$ cat config.mk
export PLATFORM = sky130hd
export DESIGN_NAME = xc_top
export DESIGN_NICKNAME = d
export VERILOG_FILES = /design/src/xc_pkg.sv /design/src/xc_counts_if.sv /design/src/xc_tick_gen.sv /design/src/xc_correlator.sv /design/src/xc_uart_rx.sv /design/src/xc_uart_tx.sv /design/src/xc_cmd_parser.sv /design/src/xc_frame_sender.sv /design/src/xc_top.sv
export SDC_FILE = /design/constraint.sdc
export NUM_CORES = 2
export LEC_CHECK = 0
export ABC_CLOCK_PERIOD_IN_PS = 34400
export BUFFER_PORTS_ARGS = -buffer_cell sky130_fd_sc_hd__buf_2
export CELL_PAD_IN_SITES_DETAIL_PLACEMENT = 0
export CELL_PAD_IN_SITES_GLOBAL_PLACEMENT = 1
export CORE_ASPECT_RATIO = 1.5
export CORE_MARGIN = 10
export CORE_UTILIZATION = 37
export DETAILED_ROUTE_END_ITERATION = 8
export PLACE_DENSITY = 0.62
export SLEW_MARGIN = 10
export SYNTH_ARGS = -nofsm -noshare
export SYNTH_HDL_FRONTEND = slang
export SYNTH_HIERARCHICAL = 1
export SYNTH_SLANG_ARGS = --single-unit
$ cat constraint.sdc
create_clock -name intclk -period 34.4 [get_ports intclk]
set_clock_uncertainty 0.1 [all_clocks]
set_input_delay 5.16 -clock intclk [delete_from_list [all_inputs] [get_ports intclk]]
set_output_delay 5.16 -clock intclk [all_outputs]
set_load 0.02 [all_outputs]
$ cat src/xc_pkg.sv
// ========================================
// xc shared definitions
// sizes, divider constants, frame bytes,
// command opcodes and state encodings.
// ========================================

package xc_pkg;

	// input lines and correlation sizes.
	localparam int num_inputs = 4;
	localparam int max_lag = 3;
	localparam int num_pairs = 6;
	localparam int count_width = 16;

	// totals, then autos line-major with lag 1 to 3, then crosses.
	localparam int num_words = num_inputs + num_inputs * max_lag + num_pairs;
	localparam int word_idx_width = $clog2(num_words);

	// line pairs in frame order.
	localparam int pair_a [num_pairs] = '{0, 0, 0, 1, 1, 2};
	localparam int pair_b [num_pairs] = '{1, 2, 3, 2, 3, 3};

	// intclk cycles per uart bit.
	localparam int baud_div = 8;
	localparam int baud_cnt_width = $clog2(baud_div);

	localparam logic [7:0] frame_header = 8'ha5;
	localparam logic [7:0] default_div = 8'd4;
	localparam logic [15:0] default_len = 16'd16;

	typedef enum logic [7:0] {
		cmd_set_div = 8'h01,
		cmd_set_len = 8'h02,
		cmd_start = 8'h03,
		cmd_stop = 8'h04
	} cmd_e;

	typedef enum logic [1:0] {
		parse_idle,
		parse_div_byte,
		parse_len_hi,
		parse_len_lo
	} parse_state_e;

	typedef enum logic [2:0] {
		send_idle,
		send_header,
		send_seq,
		send_word_hi,
		send_word_lo
	} send_state_e;

	// shared by the uart receiver and transmitter.
	typedef enum logic [1:0] {
		uart_idle,
		uart_start,
		uart_data,
		uart_stop
	} uart_state_e;

endpackage

$ cat src/xc_counts_if.sv
// ========================================
// xc counts snapshot bus
// one window of counts from the correlator
// to the frame sender.
// ========================================

`timescale 1ns/1ns

interface xc_counts_if;

	logic [xc_pkg::count_width-1:0] totals [xc_pkg::num_inputs];
	logic [xc_pkg::count_width-1:0] autos [xc_pkg::num_inputs * xc_pkg::max_lag];
	logic [xc_pkg::count_width-1:0] crosses [xc_pkg::num_pairs];

	// snap marks a fresh snapshot, busy is high while a frame is on the line.
	logic snap;
	logic busy;

	modport producer (output totals, output autos, output crosses, output snap, input busy);
	modport consumer (input totals, input autos, input crosses, input snap, output busy);

endinterface

$ cat src/xc_tick_gen.sv
// ========================================
// xc tick generator
// programmable sample tick and fixed
// uart bit tick.
// ========================================

`timescale 1ns/1ns

module xc_tick_gen (
	input logic intclk,
	input logic rst,
	input logic run,
	input logic [7:0] sample_div,
	input logic start,
	output logic sample_tick,
	output logic bit_tick
);

	logic [7:0] smp_cnt;
	logic [7:0] div_eff;
	logic [xc_pkg::baud_cnt_width-1:0] baud_cnt;

	// a divider of zero behaves like one.
	assign div_eff = (sample_div == 8'd0) ? 8'd1 : sample_div;

	always_ff @(posedge intclk) begin
		if (rst) begin
			smp_cnt <= '0;
			sample_tick <= 1'b0;
		end else if (start) begin
			smp_cnt <= div_eff - 8'd1;
			sample_tick <= 1'b0;
		end else if (run && smp_cnt == 8'd0) begin
			// the reload picks up a new divider at the tick.
			smp_cnt <= div_eff - 8'd1;
			sample_tick <= 1'b1;
		end else begin
			if (run)
				smp_cnt <= smp_cnt - 8'd1;
			sample_tick <= 1'b0;
		end
	end

	always_ff @(posedge intclk) begin
		if (rst) begin
			baud_cnt <= '0;
			bit_tick <= 1'b0;
		end else if (int'(baud_cnt) == xc_pkg::baud_div - 1) begin
			baud_cnt <= '0;
			bit_tick <= 1'b1;
		end else begin
			baud_cnt <= baud_cnt + 1'b1;
			bit_tick <= 1'b0;
		end
	end

endmodule

$ cat src/xc_correlator.sv
// ========================================
// xc correlator array
// line sync, history, saturating totals,
// autos and crosses, window snapshot.
// ========================================

`timescale 1ns/1ns

module xc_correlator (
	input logic intclk,
	input logic rst,
	input logic [xc_pkg::num_inputs-1:0] line_in,
	input logic sample_tick,
	input logic start,
	input logic [15:0] int_len,
	xc_counts_if.producer counts
);

	localparam int num_autos = xc_pkg::num_inputs * xc_pkg::max_lag;

	logic [xc_pkg::num_inputs-1:0] line_meta;
	logic [xc_pkg::num_inputs-1:0] line_now;
	// hist[0] holds the previous sample, hist[k] the sample k+1 ticks back.
	logic [xc_pkg::num_inputs-1:0] hist [xc_pkg::max_lag];

	logic [xc_pkg::count_width-1:0] tot_cnt [xc_pkg::num_inputs];
	logic [xc_pkg::count_width-1:0] auto_cnt [num_autos];
	logic [xc_pkg::count_width-1:0] cross_cnt [xc_pkg::num_pairs];
	logic [xc_pkg::count_width-1:0] tot_nxt [xc_pkg::num_inputs];
	logic [xc_pkg::count_width-1:0] auto_nxt [num_autos];
	logic [xc_pkg::count_width-1:0] cross_nxt [xc_pkg::num_pairs];

	logic [15:0] sample_cnt;
	logic window_last;

	function automatic logic [xc_pkg::count_width-1:0] sat_inc(
		input logic [xc_pkg::count_width-1:0] value,
		input logic hit
	);
		if (hit && value != '1)
			return value + 1'b1;
		return value;
	endfunction

	// the tick that brings the count up to int_len closes the window.
	assign window_last = ({1'b0, sample_cnt} + 17'd1) >= {1'b0, int_len};

	always_ff @(posedge intclk) begin
		line_meta <= line_in;
		line_now <= line_meta;
	end

	always_comb begin
		for (int i = 0; i < xc_pkg::num_inputs; i++) begin
			tot_nxt[i] = sat_inc(tot_cnt[i], line_now[i]);
			for (int k = 0; k < xc_pkg::max_lag; k++)
				auto_nxt[i * xc_pkg::max_lag + k] =
					sat_inc(auto_cnt[i * xc_pkg::max_lag + k], line_now[i] & hist[k][i]);
		end
		for (int p = 0; p < xc_pkg::num_pairs; p++)
			cross_nxt[p] = sat_inc(cross_cnt[p],
				line_now[xc_pkg::pair_a[p]] & line_now[xc_pkg::pair_b[p]]);
	end

	always_ff @(posedge intclk) begin
		if (rst || start) begin
			hist <= '{default: '0};
			tot_cnt <= '{default: '0};
			auto_cnt <= '{default: '0};
			cross_cnt <= '{default: '0};
			sample_cnt <= '0;
		end else if (sample_tick) begin
			hist[0] <= line_now;
			for (int k = 1; k < xc_pkg::max_lag; k++)
				hist[k] <= hist[k-1];
			if (window_last) begin
				tot_cnt <= '{default: '0};
				auto_cnt <= '{default: '0};
				cross_cnt <= '{default: '0};
				sample_cnt <= '0;
			end else begin
				tot_cnt <= tot_nxt;
				auto_cnt <= auto_nxt;
				cross_cnt <= cross_nxt;
				sample_cnt <= sample_cnt + 16'd1;
			end
		end
	end

	// while a frame is still going out the snapshot is dropped.
	always_ff @(posedge intclk) begin
		if (rst)
			counts.snap <= 1'b0;
		else
			counts.snap <= sample_tick && window_last && !start && !counts.busy;
	end

	always_ff @(posedge intclk) begin
		if (sample_tick && window_last && !counts.busy) begin
			counts.totals <= tot_nxt;
			counts.autos <= auto_nxt;
			counts.crosses <= cross_nxt;
		end
	end

endmodule

$ cat src/xc_uart_rx.sv
// ========================================
// xc uart receiver
// 8N1, samples mid-bit, strobes each byte.
// ========================================

`timescale 1ns/1ns

module xc_uart_rx (
	input logic intclk,
	input logic rst,
	input logic rx,
	output logic [7:0] rx_byte,
	output logic rx_valid
);

	logic rx_meta;
	logic rx_sync;
	xc_pkg::uart_state_e state;
	logic [xc_pkg::baud_cnt_width-1:0] phase;
	logic [2:0] bit_cnt;
	logic [7:0] shreg;
	logic bit_end;

	assign bit_end = int'(phase) == xc_pkg::baud_div - 1;

	always_ff @(posedge intclk) begin
		if (rst) begin
			rx_meta <= 1'b1;
			rx_sync <= 1'b1;
		end else begin
			rx_meta <= rx;
			rx_sync <= rx_meta;
		end
	end

	always_ff @(posedge intclk) begin
		if (rst) begin
			state <= xc_pkg::uart_idle;
			phase <= '0;
			bit_cnt <= '0;
			rx_valid <= 1'b0;
		end else begin
			rx_valid <= 1'b0;
			case (state)
				xc_pkg::uart_idle: begin
					phase <= '0;
					if (!rx_sync)
						state <= xc_pkg::uart_start;
				end
				xc_pkg::uart_start: begin
					// half a bit in, the line must still be low.
					if (int'(phase) == xc_pkg::baud_div / 2 - 1) begin
						phase <= '0;
						bit_cnt <= '0;
						state <= rx_sync ? xc_pkg::uart_idle : xc_pkg::uart_data;
					end else begin
						phase <= phase + 1'b1;
					end
				end
				xc_pkg::uart_data: begin
					phase <= phase + 1'b1;
					if (bit_end) begin
						bit_cnt <= bit_cnt + 3'd1;
						if (bit_cnt == 3'd7)
							state <= xc_pkg::uart_stop;
					end
				end
				default: begin
					phase <= phase + 1'b1;
					if (bit_end) begin
						state <= xc_pkg::uart_idle;
						rx_valid <= rx_sync;
					end
				end
			endcase
		end
	end

	// data arrives lsb first.
	always_ff @(posedge intclk) begin
		if (state == xc_pkg::uart_data && bit_end)
			shreg <= {rx_sync, shreg[7:1]};
		if (state == xc_pkg::uart_stop && bit_end && rx_sync)
			rx_byte <= shreg;
	end

endmodule

$ cat src/xc_uart_tx.sv
// ========================================
// xc uart transmitter
// 8N1, one byte per load strobe.
// ========================================

`timescale 1ns/1ns

module xc_uart_tx (
	input logic intclk,
	input logic rst,
	input logic bit_tick,
	input logic [7:0] tx_byte,
	input logic tx_load,
	output logic tx,
	output logic tx_busy
);

	xc_pkg::uart_state_e state;
	logic pending;
	logic [2:0] bit_cnt;
	logic [7:0] data;

	// a loaded byte waits for the next bit tick so the start bit is full length.
	assign tx_busy = pending || (state != xc_pkg::uart_idle);

	always_ff @(posedge intclk) begin
		if (tx_load && !tx_busy)
			data <= tx_byte;
	end

	always_ff @(posedge intclk) begin
		if (rst) begin
			state <= xc_pkg::uart_idle;
			pending <= 1'b0;
			bit_cnt <= '0;
			tx <= 1'b1;
		end else begin
			if (tx_load && !tx_busy)
				pending <= 1'b1;
			if (bit_tick) begin
				case (state)
					xc_pkg::uart_idle: begin
						if (pending) begin
							pending <= 1'b0;
							tx <= 1'b0;
							state <= xc_pkg::uart_start;
						end
					end
					xc_pkg::uart_start: begin
						bit_cnt <= '0;
						tx <= data[0];
						state <= xc_pkg::uart_data;
					end
					xc_pkg::uart_data: begin
						if (bit_cnt == 3'd7) begin
							tx <= 1'b1;
							state <= xc_pkg::uart_stop;
						end else begin
							bit_cnt <= bit_cnt + 3'd1;
							tx <= data[bit_cnt + 3'd1];
						end
					end
					default: state <= xc_pkg::uart_idle;
				endcase
			end
		end
	end

endmodule

$ cat src/xc_cmd_parser.sv
// ========================================
// xc command parser
// decodes uart bytes into divider, window
// length and run control.
// ========================================

`timescale 1ns/1ns

module xc_cmd_parser (
	input logic intclk,
	input logic rst,
	input logic [7:0] rx_byte,
	input logic rx_valid,
	output logic [7:0] sample_div,
	output logic [15:0] int_len,
	output logic run,
	output logic start
);

	xc_pkg::parse_state_e state;
	logic [7:0] len_hi_byte;

	always_ff @(posedge intclk) begin
		if (rx_valid && state == xc_pkg::parse_len_hi)
			len_hi_byte <= rx_byte;
	end

	always_ff @(posedge intclk) begin
		if (rst) begin
			state <= xc_pkg::parse_idle;
			sample_div <= xc_pkg::default_div;
			int_len <= xc_pkg::default_len;
			run <= 1'b0;
			start <= 1'b0;
		end else begin
			start <= 1'b0;
			if (rx_valid) begin
				case (state)
					xc_pkg::parse_idle: begin
						// stray bytes outside a command fall through here.
						case (xc_pkg::cmd_e'(rx_byte))
							xc_pkg::cmd_set_div: state <= xc_pkg::parse_div_byte;
							xc_pkg::cmd_set_len: state <= xc_pkg::parse_len_hi;
							xc_pkg::cmd_start: begin
								run <= 1'b1;
								start <= 1'b1;
							end
							xc_pkg::cmd_stop: run <= 1'b0;
							default: state <= xc_pkg::parse_idle;
						endcase
					end
					xc_pkg::parse_div_byte: begin
						sample_div <= rx_byte;
						state <= xc_pkg::parse_idle;
					end
					xc_pkg::parse_len_hi: state <= xc_pkg::parse_len_lo;
					default: begin
						int_len <= {len_hi_byte, rx_byte};
						state <= xc_pkg::parse_idle;
					end
				endcase
			end
		end
	end

endmodule

$ cat src/xc_frame_sender.sv
// ========================================
// xc frame sender
// header, sequence and count words of one
// snapshot, msb first, through the uart.
// ========================================

`timescale 1ns/1ns

module xc_frame_sender (
	input logic intclk,
	input logic rst,
	xc_counts_if.consumer counts,
	output logic [7:0] tx_byte,
	output logic tx_load,
	input logic tx_busy
);

	localparam int auto_base = xc_pkg::num_inputs;
	localparam int cross_base = xc_pkg::num_inputs * (1 + xc_pkg::max_lag);

	logic [xc_pkg::count_width-1:0] words [xc_pkg::num_words];
	xc_pkg::send_state_e state;
	logic [xc_pkg::word_idx_width-1:0] word_idx;
	logic [7:0] seq;
	logic need_load;
	logic tx_busy_q;
	logic tx_done;

	assign counts.busy = (state != xc_pkg::send_idle);
	assign tx_done = tx_busy_q && !tx_busy;

	always_ff @(posedge intclk) begin
		if (counts.snap && state == xc_pkg::send_idle) begin
			for (int i = 0; i < xc_pkg::num_inputs; i++)
				words[i] <= counts.totals[i];
			for (int i = 0; i < xc_pkg::num_inputs * xc_pkg::max_lag; i++)
				words[auto_base + i] <= counts.autos[i];
			for (int p = 0; p < xc_pkg::num_pairs; p++)
				words[cross_base + p] <= counts.crosses[p];
		end
	end

	// the state holds still while tx_load is high, so the byte is stable.
	always_comb begin
		case (state)
			xc_pkg::send_seq: tx_byte = seq;
			xc_pkg::send_word_hi: tx_byte = words[word_idx][15:8];
			xc_pkg::send_word_lo: tx_byte = words[word_idx][7:0];
			default: tx_byte = xc_pkg::frame_header;
		endcase
	end

	always_ff @(posedge intclk) begin
		if (rst) begin
			state <= xc_pkg::send_idle;
			word_idx <= '0;
			seq <= '0;
			need_load <= 1'b0;
			tx_load <= 1'b0;
			tx_busy_q <= 1'b0;
		end else begin
			tx_busy_q <= tx_busy;
			tx_load <= 1'b0;
			if (state == xc_pkg::send_idle) begin
				if (counts.snap) begin
					state <= xc_pkg::send_header;
					word_idx <= '0;
					need_load <= 1'b1;
				end
			end else if (need_load) begin
				tx_load <= 1'b1;
				need_load <= 1'b0;
			end else if (tx_done) begin
				need_load <= 1'b1;
				case (state)
					xc_pkg::send_header: state <= xc_pkg::send_seq;
					xc_pkg::send_seq: state <= xc_pkg::send_word_hi;
					xc_pkg::send_word_hi: state <= xc_pkg::send_word_lo;
					default: begin
						if (int'(word_idx) == xc_pkg::num_words - 1) begin
							state <= xc_pkg::send_idle;
							need_load <= 1'b0;
							seq <= seq + 8'd1;
						end else begin
							word_idx <= word_idx + 1'b1;
							state <= xc_pkg::send_word_hi;
						end
					end
				endcase
			end
		end
	end

endmodule

$ cat src/xc_top.sv
// ========================================
// xc top level
// pulse correlator with uart command and
// frame output.
// ========================================

`timescale 1ns/1ns

module xc_top (
	input logic intclk,
	input logic rst,
	input logic [xc_pkg::num_inputs-1:0] line_in,
	input logic rx,
	output logic tx
);

	logic [7:0] sample_div;
	logic [15:0] int_len;
	logic run;
	logic start;
	logic sample_tick;
	logic bit_tick;
	logic [7:0] rx_byte;
	logic rx_valid;
	logic [7:0] tx_byte;
	logic tx_load;
	logic tx_busy;

	xc_counts_if counts ();

	xc_tick_gen u_tick_gen (
		.intclk (intclk),
		.rst (rst),
		.run (run),
		.sample_div (sample_div),
		.start (start),
		.sample_tick (sample_tick),
		.bit_tick (bit_tick)
	);

	xc_uart_rx u_uart_rx (
		.intclk (intclk),
		.rst (rst),
		.rx (rx),
		.rx_byte (rx_byte),
		.rx_valid (rx_valid)
	);

	xc_cmd_parser u_cmd_parser (
		.intclk (intclk),
		.rst (rst),
		.rx_byte (rx_byte),
		.rx_valid (rx_valid),
		.sample_div (sample_div),
		.int_len (int_len),
		.run (run),
		.start (start)
	);

	xc_correlator u_correlator (
		.intclk (intclk),
		.rst (rst),
		.line_in (line_in),
		.sample_tick (sample_tick),
		.start (start),
		.int_len (int_len),
		.counts (counts.producer)
	);

	xc_frame_sender u_frame_sender (
		.intclk (intclk),
		.rst (rst),
		.counts (counts.consumer),
		.tx_byte (tx_byte),
		.tx_load (tx_load),
		.tx_busy (tx_busy)
	);

	xc_uart_tx u_uart_tx (
		.intclk (intclk),
		.rst (rst),
		.bit_tick (bit_tick),
		.tx_byte (tx_byte),
		.tx_load (tx_load),
		.tx (tx),
		.tx_busy (tx_busy)
	);

endmodule

## Word-level counts from Yosys, hierarchy flattened

Memories as Yosys holds them, arrays and structs flattened. A register that Yosys moved wholly into a read port is not among the register bits.
Cells that the tools add are included.

- Add/sub/neg operators: 32
- Order comparisons: 2
- Equal/unequal tests: 55
- Multiplexer cells: 130
- Bitwise logic cells: 25
- Reductions and logical operators: 74

Operators by type and width:

| kind | number |
|---|---|
| 16-bit two-way mux | 45 |
| 16-bit by 1-bit adder with 16-bit output (second input constant) | 23 |
| 16-bit inequality test (second input constant) | 22 |
| 192-bit two-way mux | 1 |
| 96-bit two-way mux | 1 |
| 64-bit two-way mux | 1 |
| 1-bit two-way mux | 41 |
| 5-bit two-way mux | 8 |
| 1-bit logical AND | 34 |
| 8-bit two-way mux | 4 |
| 3-bit two-way mux | 8 |
| 8-bit one-hot mux with 3 select lines | 1 |
| 1-bit AND | 18 |
| 2-bit two-way mux | 9 |
| 2-bit one-hot mux with 3 select lines | 3 |
| 3-bit one-hot mux with 2 select lines | 3 |
| 3-bit AND reduction | 6 |
| 16-bit by 1-bit adder with 17-bit output (second input constant) | 1 |
| 17-bit by 16-bit >= comparator with 1-bit output | 1 |
| 8-bit by 2-bit == test with 1-bit output (second input constant) | 2 |
| 8-bit zero test | 2 |
| 8-bit by 1-bit subtractor with 8-bit output (second input constant) | 2 |
| 5-bit AND reduction | 3 |
| 2-bit by 1-bit inequality test with 1-bit output (second input constant) | 7 |
| 29 further kinds | 72 |

- Register bits after elaboration: 851
- Bits in writable memories: 352
- Memories: 1

Memory list:

| name | depth | bits a word | rd ports | clocked after memory_dff | wr ports | RTL line | source |
|---|---|---|---|---|---|---|---|
| u_frame_sender.words | 22 | 16 | 1 | 1 | 22 | xc_frame_sender.sv:21 | `logic [xc_pkg::count_width-1:0] words [xc_pkg::num_words];` |

## Longest topological paths before layout

- Depth after elaboration: 9
- Gate-level depth with buffers: 15

## Hierarchy

Netlist, hierarchy kept.

By module, submodules not included:

| module | instances | cells each | area each (um^2) | seq. area each (um^2) |
|---|---|---|---|---|
| xc_correlator | 1 | 3,848 | 36,292.3 | 18,357.6 |
| xc_frame_sender | 1 | 766 | 14,650.3 | 11,050.6 |
| xc_cmd_parser | 1 | 134 | 1,361.3 | 800.8 |
| xc_uart_rx | 1 | 90 | 1,138.6 | 700.7 |
| xc_tick_gen | 1 | 90 | 787.0 | 260.2 |
| xc_uart_tx | 1 | 60 | 704.4 | 380.4 |

## Worst setup path after synthesis

Ideal clock, no wire load.

- Path type: register to register
- Start point: reg u_correlator.sample_cnt[6]
- End point: reg u_correlator.counts.autos[0], enable pin
- Library setup time: 1.498 ns
- Arrival time: 26.672 ns
- Required time: 32.802 ns
- Setup slack: 6.131 ns
- Stages on the path, launching flop included: 15
- Clock period less this slack: 28.269 ns
- Cell sequence: dfxtp_1 -> buf_2 -> nand4_1 -> or4b_1 -> or2_2 -> xnor2_1 -> ha_1 -> nand3_1 -> nor3_1 -> a41o_1 -> a211oi_4 -> buf_4 -> buf_2 -> buf_2 -> nor3_1

- Cells in the longest elaborated chain, start to end: 4

RTL lines:

| element | RTL line | source |
|---|---|---|
| start, declared | xc_correlator.sv:33 | `logic [15:0] sample_cnt;` |
| start signal, assigned | xc_correlator.sv:85 | `sample_cnt <= sample_cnt + 16'd1;` |
| 16-bit by 1-bit adder with 17-bit output | xc_correlator.sv:46 | `assign window_last = ({1'b0, sample_cnt} + 17'd1) >= {1'b0, int_len};` |
| 17-bit by 16-bit >= comparator with 1-bit output | xc_correlator.sv:46 |  |
| 1-bit logical AND (2 in series) | xc_correlator.sv:99 | `if (sample_tick && window_last && !counts.busy) begin` |
| end signal, assigned | xc_correlator.sv:101 | `counts.autos <= auto_nxt;` |
| end, declared | xc_counts_if.sv:19 | `modport producer (output totals, output autos, output crosses, output snap, input busy);` |

Every way passes these cells.
A chain may end at the register's enable or synchronous reset.

## Worst setup path after layout

- Start point: in rst
- End point: reg u_correlator/auto_cnt[42] in the netlist's numbering

- Cells in the longest elaborated chain, start to end: 1

RTL lines:

| element | RTL line | source |
|---|---|---|
| start, declared | xc_top.sv:11 | `input logic rst,` |
| 1-bit logical OR | xc_correlator.sv:66 | `if (rst \|\| start) begin` |
| end signal, assigned | xc_correlator.sv:83 | `auto_cnt <= auto_nxt;` |
| end, declared | xc_correlator.sv:27 | `logic [xc_pkg::count_width-1:0] auto_cnt [num_autos];` |

Every way passes these cells.

==> results.toml <==
[synth]
synth_cell_types = 96
syn_area_per_cell_um2 = 11.0
synthTopCellsByArea = "edfxtp_1, dfxtp_1, nand3_1, nand2_1, xnor2_1"
yosysMostFrequentCell = "edfxtp_1"
synth_top_area_frac = 0.402
synth_common_cells = "edfxtp_1, nand2_1, nand3_1"
async_flop_share = 0
ys_ff_latch = 1208
synth_edf_count = 736
yosysSeqAreaShare = 0.574
synth_fp_nets = 5057
yosys.area.top_type = "edfxtp_1"
ys.flop_type = "edfxtp_1"
synthCells = 4988
yosys_warnings = 6
netlist_area_mm2 = 0.0549

[timing]
slew_headroom = 0.156
setup_viol = 0
final-max-slew-violation-count = 0
tns_ns = 0
rsz0062_at_grt = "no"
post-route-period-util = 0.226
worst_slew_pin_slew_ns = 1.27
finalHoldViolCount = 0
fmax_mhz = 129
period_minus_slack_ns = 7.78

[route]
post-route-drc-count = 0
antenna_left = 0
wl_um = 151000
vias_per_cell = 5.58
first_pass_iters = 5
vias = 38000
drt_iter0_markers = 2873
wl_per_cell_um = 22.1

[grt]
grt_max_degree = 197
antenna_found_initial = 3
grt_pass1_wl_um = 229000
grt_pass1_vias = 36400
track_usage = 0.178
grt-ovfl-total = 0

[clocking]
cts_htree_levels = 3
postCtsSetupBuffers = 0
cts_resized = 0
cts.clk_slew.worst_paths_ns = 0.07
cts_hold_buf = 0
cts.sinks = 1208
numCtsBuffers = 118
clockBufferDepth = 3
cts_tree = "done"
clock_latency_ns = 0.77
clock-root-buffer = "clkbuf_16"

[critical_path]
timing.rr.start = "u_correlator/sample_cnt[0]"
critPathLaunch = "rst"
required_ns = 34.90
crit_path_end_kind = "register"
crit_type = "input pin to register"
crit_fanout = 68
cp-start-kind = "input pin"
crit_arrival_ns = 8.28

[job]
drv_cap = 0

[run_status]
status = "complete, no violations"

[floorplan]
die_h_um = 492
core_area_mm2 = 0.148
boundaryPins = 8
floorplan.rows = 173
initial_core_util = 0.372
fp.dieW_um = 335
dieArea_mm2 = 0.165

[placed_design]
routabilityCongestion = 0.831
io_buffers = 7
dp_hpwl_um = 96500
place_area_mm2 = 0.0562

[cells_and_area]
layout.nets = 4851
drive_above_1_share = 0.0825
final_area_mm2 = 0.0603
syn_to_final_growth_pct = 9.75

[worst_hold_path]
hp-start = "u_correlator/line_meta[3]"
hold_path_class = "register to register"

[power_and_ir_drop]
power_density_mw_per_mm2 = 55.0
p_leak_nw = 18.9
ir_worst_vdd_mv = 0.124
==> through the flow <==
| step | hold slack, ns | total power, mW | util | worst slack, ns | std cells |
|---|---|---|---|---|---|
| 2_1_floorplan | 0.210 | 1.88 | - | 6.13 | 4988 |
| 3_3_place_gp | 0.210 | 1.96 | 0.380 | 25.75 | 6587 |
| 3_5_place_dp | 0.215 | 1.97 | 0.380 | 25.77 | 6587 |
| 4_1_cts | 0.230 | 3.36 | 0.408 | 26.60 | 6812 |
| 5_1_grt | 0.233 | 3.45 | 0.408 | 26.38 | 6813 |
| 6_report | 0.228 | 3.32 | 0.408 | 26.62 | 6813 |
==> flip-flops by register name, summed over array words and instances, names as in the netlist, 12 cells and up, named ones only <==
register,flops
u_correlator/counts.totals,64
u_correlator/counts.autos,192
u_correlator/tot_cnt,64
u_correlator/hist,12
u_correlator/cross_cnt,96
u_correlator/sample_cnt,16
u_correlator/auto_cnt,192
u_frame_sender/words,352
u_cmd_parser/int_len,16
u_correlator/counts.crosses,96
==> worst paths after layout <==
| kind | to | slack (ns) | cells after the start |
|---|---|---|---|
| worst max-delay path | u_correlator/auto_cnt[42] | 26.62 | 7 |
| worst min-delay path | u_correlator/line_now[3] | 0.23 | 0 |
| worst max register to register | u_correlator/auto_cnt[155] | 27.99 | 15 |
| worst min register to register | u_correlator/line_now[3] | 0.23 | 0 |
==> routing by layer <==
metal	up-vias	part of all wire	global-route usage
li1	18200	-	-
met1	18900	0.42	0.223
met2	726	0.51	0.316
met3	163	0.033	0.0183
met4	0	0.031	0.0605
met5	-	0	0
==> cell type report <==
type	instances	area [um^2]
fillers	14000	87500
flip-flops and latches	1208	31600
multi-input cells	3329	21400
well taps	1925	2410
clock buffers	149	3220
repair buffers	47	435
inverters	78	300
clock inverters	76	908
diodes	1	2.50
==> logic make-up after synthesis <==
family,after synthesis,synth area share
and+or+nand+nor,2108,0.199
AOI/OAI and AO/OA,682,0.0799
xor gates and xnor gates,325,0.0520
DFF,1208,0.574
buffers and inverters,451,0.0358
adders and majority gates,62,0.0141
muxes,152,0.0446
==> where the power goes <==
part	internal (mW)	switching, mW	total, mW
logic	0.0682	0.267	0.335
clock network	0.777	0.602	1.38
registers	1.55	0.0490	1.60
total	2.40	0.918	3.32
==> cell usage in the layout, fill, tap and decap left out, drive strengths merged, types with 56 or more instances in the layout <==
cell type / instances
edfxtp: 736
clkbuf: 149
ha: 62
dfxtp: 472
nand3: 551
inv: 85
o211ai: 56
and3: 67
nor2: 237
xor2: 119
nand4: 197
xnor2: 206
a31oi: 153
a21oi: 249
mux4: 71
nand2: 560
nor3: 100
nand4b: 59
==> worst max-delay path, cell delays in order <==
cell and delay, ns:
buf_2 0.36, or2_4 0.76, buf_4 0.78, buf_4 0.77
nor2_1 0.08, nand4_1 0.11, o311ai_0 0.14
No activity file was read; power rests on OpenSTA's default activity.
